$ cat src/source/spi_pkg.sv
package spi_pkg;

    // Width of one SPI transfer
    localparam int DATA_W = 8;

    // Wishbone host ports sharing the master
    localparam int N_HOSTS = 2;

    // Arbiter grant state
    typedef enum logic [1:0] {
        IDLE,
        GRANT0,
        GRANT1
    } arb_state_e;

endpackage
$ cat src/source/spi_subsystem.sv
`timescale 1ns/1ps

module spi_subsystem #(
    parameter int sck_half_clks = 4
) (
    input  logic                       clk,
    input  logic                       rst,
    input  logic                       wb0_cyc,
    input  logic                       wb0_stb,
    input  logic                       wb0_we,
    input  logic [spi_pkg::DATA_W-1:0] wb0_dat_w,
    output logic [spi_pkg::DATA_W-1:0] wb0_dat_r,
    output logic                       wb0_ack,
    input  logic                       wb1_cyc,
    input  logic                       wb1_stb,
    input  logic                       wb1_we,
    input  logic [spi_pkg::DATA_W-1:0] wb1_dat_w,
    output logic [spi_pkg::DATA_W-1:0] wb1_dat_r,
    output logic                       wb1_ack,
    output logic                       m_ss,
    output logic                       m_sck,
    output logic                       m_mosi,
    input  logic                       m_miso,
    input  logic                       s_ss,
    input  logic                       s_sck,
    input  logic                       s_mosi,
    input  logic [spi_pkg::DATA_W-1:0] s_wd,
    output logic                       s_miso,
    output logic [spi_pkg::DATA_W-1:0] s_rd,
    output logic                       s_rdy
);

    // Shared Wishbone target side
    logic m_cyc, m_stb, m_we, m_ack;
    logic [spi_pkg::DATA_W-1:0] m_dat_w, m_dat_r;

    wb_arbiter u_arb (
        .clk(clk), .rst(rst),
        .wb0_cyc(wb0_cyc), .wb0_stb(wb0_stb), .wb0_we(wb0_we),
        .wb0_dat_w(wb0_dat_w), .wb0_dat_r(wb0_dat_r), .wb0_ack(wb0_ack),
        .wb1_cyc(wb1_cyc), .wb1_stb(wb1_stb), .wb1_we(wb1_we),
        .wb1_dat_w(wb1_dat_w), .wb1_dat_r(wb1_dat_r), .wb1_ack(wb1_ack),
        .m_cyc(m_cyc), .m_stb(m_stb), .m_we(m_we),
        .m_dat_w(m_dat_w), .m_dat_r(m_dat_r), .m_ack(m_ack)
    );

    spi_master #(.sck_half_clks(sck_half_clks)) u_master (
        .clk(clk), .rst(rst), .cyc(m_cyc), .stb(m_stb), .we(m_we),
        .dat_w(m_dat_w), .dat_r(m_dat_r), .ack(m_ack),
        .ss(m_ss), .sck(m_sck), .mosi(m_mosi), .miso(m_miso)
    );

    // Slave pins come back in through the testbench loopback
    spi_slave u_slave (
        .clk(clk), .rst(rst), .ss(s_ss), .sck(s_sck), .mosi(s_mosi),
        .wd(s_wd), .miso(s_miso), .rd(s_rd), .rdy(s_rdy)
    );

endmodule

$ cat src/source/spi_slave.sv
`timescale 1ns/1ps

module spi_slave (
    input  logic                       clk,
    input  logic                       rst,
    input  logic                       ss,
    input  logic                       sck,
    input  logic                       mosi,
    input  logic [spi_pkg::DATA_W-1:0] wd,
    output logic                       miso,
    output logic [spi_pkg::DATA_W-1:0] rd,
    output logic                       rdy
);

    localparam int CNT_W = $clog2(spi_pkg::DATA_W);

    logic ss_meta, ss_sync, ss_prev;
    logic sck_meta, sck_sync, sck_prev;
    logic mosi_meta, mosi_sync;
    logic ss_fall, sample, shift, last_bit, sout;
    logic [CNT_W-1:0] count;
    logic [spi_pkg::DATA_W-1:0] pdata;

    // Two flops per pin, plus one history flop for edge detection
    always_ff @(posedge clk or posedge rst) begin
        if (rst) begin
            {ss_meta, ss_sync, ss_prev} <= 3'b111;
            {sck_meta, sck_sync, sck_prev} <= 3'b000;
            {mosi_meta, mosi_sync} <= 2'b00;
        end else begin
            {ss_meta, ss_sync, ss_prev} <= {ss, ss_meta, ss_sync};
            {sck_meta, sck_sync, sck_prev} <= {sck, sck_meta, sck_sync};
            {mosi_meta, mosi_sync} <= {mosi, mosi_meta};
        end
    end

    assign ss_fall  = ss_prev && !ss_sync;
    assign sample   = !ss_sync && sck_sync && !sck_prev;
    assign shift    = !ss_sync && !sck_sync && sck_prev;
    assign last_bit = (count == CNT_W'(spi_pkg::DATA_W - 1));

    always_ff @(posedge clk or posedge rst) begin
        if (rst) begin
            count <= '0;
            rdy   <= 1'b0;
        end else begin
            rdy <= sample && last_bit;
            if (ss_sync) begin
                count <= '0;
            end else if (sample) begin
                count <= last_bit ? '0 : count + 1'b1;
            end
        end
    end

    // The 8th bit is still in flight, so take it straight from mosi
    always_ff @(posedge clk) begin
        if (sample && last_bit) begin
            rd <= {pdata[spi_pkg::DATA_W-2:0], mosi_sync};
        end
    end

    assign miso = ss_sync ? 1'b0 : sout;

    spi_shift_reg u_sr (
        .clk(clk), .rst(rst), .load(ss_fall), .load_data(wd), .sample(sample),
        .shift(shift), .sin(mosi_sync), .sout(sout), .pdata(pdata)
    );

endmodule

$ cat src/source/spi_master.sv
`timescale 1ns/1ps

module spi_master #(
    parameter int sck_half_clks = 4
) (
    input  logic                       clk,
    input  logic                       rst,
    input  logic                       cyc,
    input  logic                       stb,
    input  logic                       we,
    input  logic [spi_pkg::DATA_W-1:0] dat_w,
    output logic [spi_pkg::DATA_W-1:0] dat_r,
    output logic                       ack,
    output logic                       ss,
    output logic                       sck,
    output logic                       mosi,
    input  logic                       miso
);

    logic busy;
    logic start;
    logic sample;
    logic shift;
    logic done;
    logic [spi_pkg::DATA_W-1:0] pdata;
    logic [spi_pkg::DATA_W-1:0] rx_byte;

    // A write kicks off one transfer, its ack waits for done
    assign start = cyc && stb && we && !busy && !ack;

    always_ff @(posedge clk or posedge rst) begin
        if (rst) begin
            busy <= 1'b0;
            ack  <= 1'b0;
        end else begin
            if (start) begin
                busy <= 1'b1;
            end else if (done) begin
                busy <= 1'b0;
            end
            ack <= done || (cyc && stb && !we && !ack);
        end
    end

    // Last byte received, returned on reads
    always_ff @(posedge clk) begin
        if (done) begin
            rx_byte <= pdata;
        end
    end

    assign dat_r = rx_byte;

    spi_master_ctrl #(.sck_half_clks(sck_half_clks)) u_ctrl (
        .clk(clk), .rst(rst), .start(start), .ss(ss), .sck(sck),
        .sample(sample), .shift(shift), .done(done)
    );

    spi_shift_reg u_sr (
        .clk(clk), .rst(rst), .load(start), .load_data(dat_w), .sample(sample),
        .shift(shift), .sin(miso), .sout(mosi), .pdata(pdata)
    );

endmodule

$ cat src/source/spi_shift_reg.sv
`timescale 1ns/1ps

module spi_shift_reg (
    input  logic                       clk,
    input  logic                       rst,
    input  logic                       load,
    input  logic [spi_pkg::DATA_W-1:0] load_data,
    input  logic                       sample,
    input  logic                       shift,
    input  logic                       sin,
    output logic                       sout,
    output logic [spi_pkg::DATA_W-1:0] pdata
);

    logic [spi_pkg::DATA_W-1:0] sr;
    logic captured;

    // Sampling and shifting happen on opposite sck edges
    always_ff @(posedge clk or posedge rst) begin
        if (rst) begin
            sr       <= '0;
            captured <= 1'b0;
        end else begin
            if (sample) begin
                captured <= sin;
            end
            if (load) begin
                sr <= load_data;
            end else if (shift) begin
                sr <= {sr[spi_pkg::DATA_W-2:0], captured};
            end
        end
    end

    // MSB first on the wire
    assign sout  = sr[spi_pkg::DATA_W-1];
    assign pdata = sr;

endmodule

$ cat src/source/spi_master_ctrl.sv
`timescale 1ns/1ps

module spi_master_ctrl #(
    parameter int sck_half_clks = 4
) (
    input  logic clk,
    input  logic rst,
    input  logic start,
    output logic ss,
    output logic sck,
    output logic sample,
    output logic shift,
    output logic done
);

    localparam int DIV_W = $clog2(sck_half_clks);
    localparam int CNT_W = $clog2(spi_pkg::DATA_W + 1);

    typedef enum logic [1:0] {
        IDLE,
        SELECT,
        GEN_CLK
    } ctrl_state_e;

    ctrl_state_e state;
    logic [DIV_W-1:0] div;
    logic [CNT_W-1:0] edges;
    logic tick;
    logic last_edge;

    // End of a half-period
    assign tick      = (div == DIV_W'(sck_half_clks - 1));
    assign last_edge = (edges == CNT_W'(spi_pkg::DATA_W));

    // Strobes line up with the clk edge that moves sck
    assign sample = tick && ((state == SELECT) || (state == GEN_CLK && !sck && !last_edge));
    assign shift  = tick && (state == GEN_CLK) && sck;
    assign done   = tick && (state == GEN_CLK) && !sck && last_edge;

    always_ff @(posedge clk or posedge rst) begin
        if (rst) begin
            state <= IDLE;
            div   <= '0;
            edges <= '0;
            ss    <= 1'b1;
            sck   <= 1'b0;
        end else begin
            div <= tick ? '0 : div + 1'b1;
            case (state)
                IDLE: begin
                    div <= '0;
                    if (start) begin
                        state <= SELECT;
                        edges <= '0;
                        ss    <= 1'b0;
                    end
                end
                // ss low for one half-period before the first rising edge
                SELECT: if (tick) begin
                    state <= GEN_CLK;
                    sck   <= 1'b1;
                    edges <= CNT_W'(1);
                end
                GEN_CLK: if (tick) begin
                    if (sck) begin
                        sck <= 1'b0;
                    end else if (last_edge) begin
                        state <= IDLE;
                        ss    <= 1'b1;
                    end else begin
                        sck   <= 1'b1;
                        edges <= edges + 1'b1;
                    end
                end
                default: state <= IDLE;
            endcase
        end
    end

endmodule

$ cat src/source/wb_arbiter.sv
`timescale 1ns/1ps

module wb_arbiter (
    input  logic                       clk,
    input  logic                       rst,
    input  logic                       wb0_cyc,
    input  logic                       wb0_stb,
    input  logic                       wb0_we,
    input  logic [spi_pkg::DATA_W-1:0] wb0_dat_w,
    output logic [spi_pkg::DATA_W-1:0] wb0_dat_r,
    output logic                       wb0_ack,
    input  logic                       wb1_cyc,
    input  logic                       wb1_stb,
    input  logic                       wb1_we,
    input  logic [spi_pkg::DATA_W-1:0] wb1_dat_w,
    output logic [spi_pkg::DATA_W-1:0] wb1_dat_r,
    output logic                       wb1_ack,
    output logic                       m_cyc,
    output logic                       m_stb,
    output logic                       m_we,
    output logic [spi_pkg::DATA_W-1:0] m_dat_w,
    input  logic [spi_pkg::DATA_W-1:0] m_dat_r,
    input  logic                       m_ack
);

    spi_pkg::arb_state_e state;
    logic [$clog2(spi_pkg::N_HOSTS)-1:0] last_served;

    // Grant is held for the whole cycle of the winning port
    always_ff @(posedge clk or posedge rst) begin
        if (rst) begin
            state       <= spi_pkg::IDLE;
            last_served <= '1;
        end else begin
            case (state)
                spi_pkg::IDLE: begin
                    // On contention the port not served last goes first
                    if (wb0_cyc && (!wb1_cyc || last_served != '0)) begin
                        state       <= spi_pkg::GRANT0;
                        last_served <= '0;
                    end else if (wb1_cyc) begin
                        state       <= spi_pkg::GRANT1;
                        last_served <= '1;
                    end
                end
                spi_pkg::GRANT0: if (!wb0_cyc) state <= spi_pkg::IDLE;
                spi_pkg::GRANT1: if (!wb1_cyc) state <= spi_pkg::IDLE;
                default:         state <= spi_pkg::IDLE;
            endcase
        end
    end

    // Read data is shared, only the ack is steered
    assign wb0_dat_r = m_dat_r;
    assign wb1_dat_r = m_dat_r;
    assign wb0_ack   = (state == spi_pkg::GRANT0) && m_ack;
    assign wb1_ack   = (state == spi_pkg::GRANT1) && m_ack;

    always_comb begin
        m_cyc   = 1'b0;
        m_stb   = 1'b0;
        m_we    = 1'b0;
        m_dat_w = '0;
        case (state)
            spi_pkg::GRANT0: begin
                m_cyc   = wb0_cyc;
                m_stb   = wb0_stb;
                m_we    = wb0_we;
                m_dat_w = wb0_dat_w;
            end
            spi_pkg::GRANT1: begin
                m_cyc   = wb1_cyc;
                m_stb   = wb1_stb;
                m_we    = wb1_we;
                m_dat_w = wb1_dat_w;
            end
            default: ;
        endcase
    end

endmodule

$ cat config.mk
export PLATFORM = sky130hd
export DESIGN_NAME = spi_subsystem
export DESIGN_NICKNAME = d
export VERILOG_FILES = /design/src/source/spi_pkg.sv /design/src/source/spi_subsystem.sv /design/src/source/spi_slave.sv /design/src/source/spi_master.sv /design/src/source/spi_shift_reg.sv /design/src/source/spi_master_ctrl.sv /design/src/source/wb_arbiter.sv
export SDC_FILE = /design/constraint.sdc
export NUM_CORES = 1
export LEC_CHECK = 0
export CORE_MARGIN = 2
export CORE_UTILIZATION = 35
export CTS_CLUSTER_DIAMETER = 40
export CTS_CLUSTER_SIZE = 25
export DETAILED_ROUTE_END_ITERATION = 8
export DONT_BUFFER_PORTS = 1
export HOLD_SLACK_MARGIN = 0.08
export PLACE_DENSITY = 0.48
export SYNTH_ARGS = -nofsm -noshare
export SYNTH_HDL_FRONTEND = slang
export SYNTH_HIERARCHICAL = 1
export SYNTH_SLANG_ARGS = --single-unit
$ cat constraint.sdc
create_clock -name clk -period 2.71 [get_ports clk]
set_input_delay 0.542 -clock clk [delete_from_list [all_inputs] [get_ports clk]]
set_output_delay 0.542 -clock clk [all_outputs]
set_load 0.05 [all_outputs]
==> reports/results.txt <==
Post-Syn Nets -> 311
Routed WL per cell -> 14.3 um
crit-path leading delay family -> compound AO/OA/AOI/OAI gates
Tmin final -> 2.42 ns
I/O pin cnt -> 67
DIE AREA -> 9430 sq um
Hold Crit Class -> input pin to register
CP Class -> register to register
share of cells above drive strength 1 -> 0.176
FF-to-FF setup slack -> 0.29 ns
Final Non-Filler Cells -> 367
worst path required time -> 2.93 ns
period utilization -> 0.893
peak supply drop -> 0.259 mV
Num CTS Buffers -> 9
P_int -> 0.00170 W
worst r2r dst -> u_master/u_ctrl/edges[3]$_DFFE_PP0P_
Placed Instances -> 348
largest net degree at the start of global routing -> 17
via count -> 1779
clk buf depth -> 2
vias in the first global route -> 1764
synthesized area -> 3040 sq um
Seq pwr share -> 0.453
Final Hold Violating Endpoints -> 0
final setup fails -> 0
status -> finished clean
total core area -> 8300 sq um
first-pass GRT wire length -> 8900 um
max cap viols -> 0
Largest stage delay, worst path -> 0.41 ns
Antenna Nets Post-Route -> 0
Sink Count -> 61
Fin Clk Skew -> 0.00967 ns
GPL Wtd Cong -> 0.763
Reg2Reg Depth -> 9
DRC viols -> 0
Worst-Margin Slew -> 0.895 ns
Net Sw Frac -> 0.262
total negative slack -> 0 ns
pwr dens -> 702 nW/um^2
Peak Freq -> 413 MHz
commonest non-fill, non-tap cells in the layout -> dfrtp_1, nand2_1, mux2i_1
grt ovf -> 0
die width -> 97.1 um
Fillers -> 797
part of the power in combinational logic -> 0.161
worst hold slack -> 0.205 ns
Routed Wire Length -> 5260 um
most common cell after layout, fill and taps aside -> dfrtp_1
quantity of gates resized following cts -> 0
CP Buf/Inv Count -> 1
Initial Utilization -> 0.366
leakage power -> 1.39 nW
RSZ-0062 raised after global routing -> false
Min-Delay Endpoint -> u_slave/ss_meta$_DFF_PP1_
Port Buf Inserts -> 0
CP cell instances -> inv_1, ha_1, nor2b_1, nand3b_4, nor2_2, nand2b_1, o211ai_2, a211o_1, a221o_2
HPWL Detailed -> 3770 um
CTS Root Cell -> clkbuf_8
CTS tree -> built
post-layout worst setup margin -> 0.291 ns
Final #Nets -> 306
Slew HR -> 0.405
Crit. End Element -> register
Avg Vias per Cell -> 4.85
worst hold start -> s_ss
clock network fraction of design power -> 0.386
FF-to-FF Start -> u_arb/state[0]$_DFFE_PP0P_
H-tree Lvls -> 3
clock latency on the worst-skew pair -> 0.34 ns
Worst Path Arrival -> 2.64 ns
clock-pin slew on the worst setup and hold paths -> 0.07 ns
total power -> 0.00230 W
Setup WS pre-CTS -> 0.299 ns
# rows -> 33
Syn Area/Cell -> 11.6 sq um
hold path cells -> 0
initial antenna violation count -> 1
TritonRoute pass-1 iters -> 4
Die H -> 97.1 um
GRT Total Usage -> 0.119
critical path peak fanout -> 11
sw power -> 0.000601 W
max-slew violation count -> 0
Syn. warnings -> 6
Setup crit start -> u_arb/state[0]$_DFFE_PP0P_
Post-Syn Instances -> 261
Area Growth Syn to Fin -> 7.83%
CP max stage cell -> ha_1
startpoint class of the critical path -> register
initial detailed-routing violation count -> 54
## layout make-up
class / instances / area, sq um / area share
Sequential cell: 61 / 1610 / 0.493
Timing Repair Buffer: 9 / 72.6 / 0.0222
Clock buffer: 9 / 124 / 0.0378
Inverter: 17 / 63.8 / 0.0195
Multi-Input combinational cell: 158 / 1170 / 0.357
Antenna cell: 1 / 2.50 / 0.000765
Tap cell: 105 / 131 / 0.0401
Clock inverter: 7 / 98.8 / 0.0302
## worst max-delay path by stage
stage                                                      end  cells past startpoint
after floorplan           u_master/u_ctrl/edges[3]$_DFFE_PP0P_                     11
after global placement    u_master/u_ctrl/edges[3]$_DFFE_PP0P_                      9
after detailed placement  u_master/u_ctrl/edges[3]$_DFFE_PP0P_                      9
after CTS                 u_master/u_ctrl/edges[3]$_DFFE_PP0P_                      9
after global routing      u_master/u_ctrl/edges[0]$_DFFE_PP0P_                      9
final                     u_master/u_ctrl/edges[3]$_DFFE_PP0P_                      9
## power groups by stage
| stage | Clock [W] | Sequential, W | Combinational [W] |
|---|---|---|---|
| final | 0.000887 | 0.00104 | 0.000371 |
| after global placement | 0 | 0.00106 | 0.000363 |
| after detailed placement | 0 | 0.00106 | 0.000371 |
| after CTS | 0.000925 | 0.00104 | 0.000376 |
| after floorplan | 0 | 0.00105 | 0.000303 |
| after global routing | 0.000981 | 0.00105 | 0.000422 |
## per-stage QoR
stage	util	area [sq um]
CTS	0.394	3270
finish	0.394	3270
floorplan	-	3040
detailed placement	0.365	3030
global placement	0.365	3030
global route	0.394	3270
## what timing repair did
item	in CTS	in global routing
endpoints found under the hold margin	26	0
buffers inserted	0	0
hold buffers	2	0
## registers in the layout, summed over array words and instances (netlist names), 2 cells and up
name	flops
u_master/dat_r	8
u_master/u_sr/pdata	8
u_slave/rd	8
u_slave/u_sr/pdata	8
u_master/u_ctrl/edges	4
u_slave/count	3
u_arb/state	2
u_master/u_ctrl/div	2
u_master/u_ctrl/state	2
## per-layer routing
metal,part of all wire,global-route usage
met4,0.023,0.0639
met1,0.50,0.165
met3,0.049,0.0410
met2,0.43,0.163
met5,0,0
No activity file was read; power rests on OpenSTA's default activity.
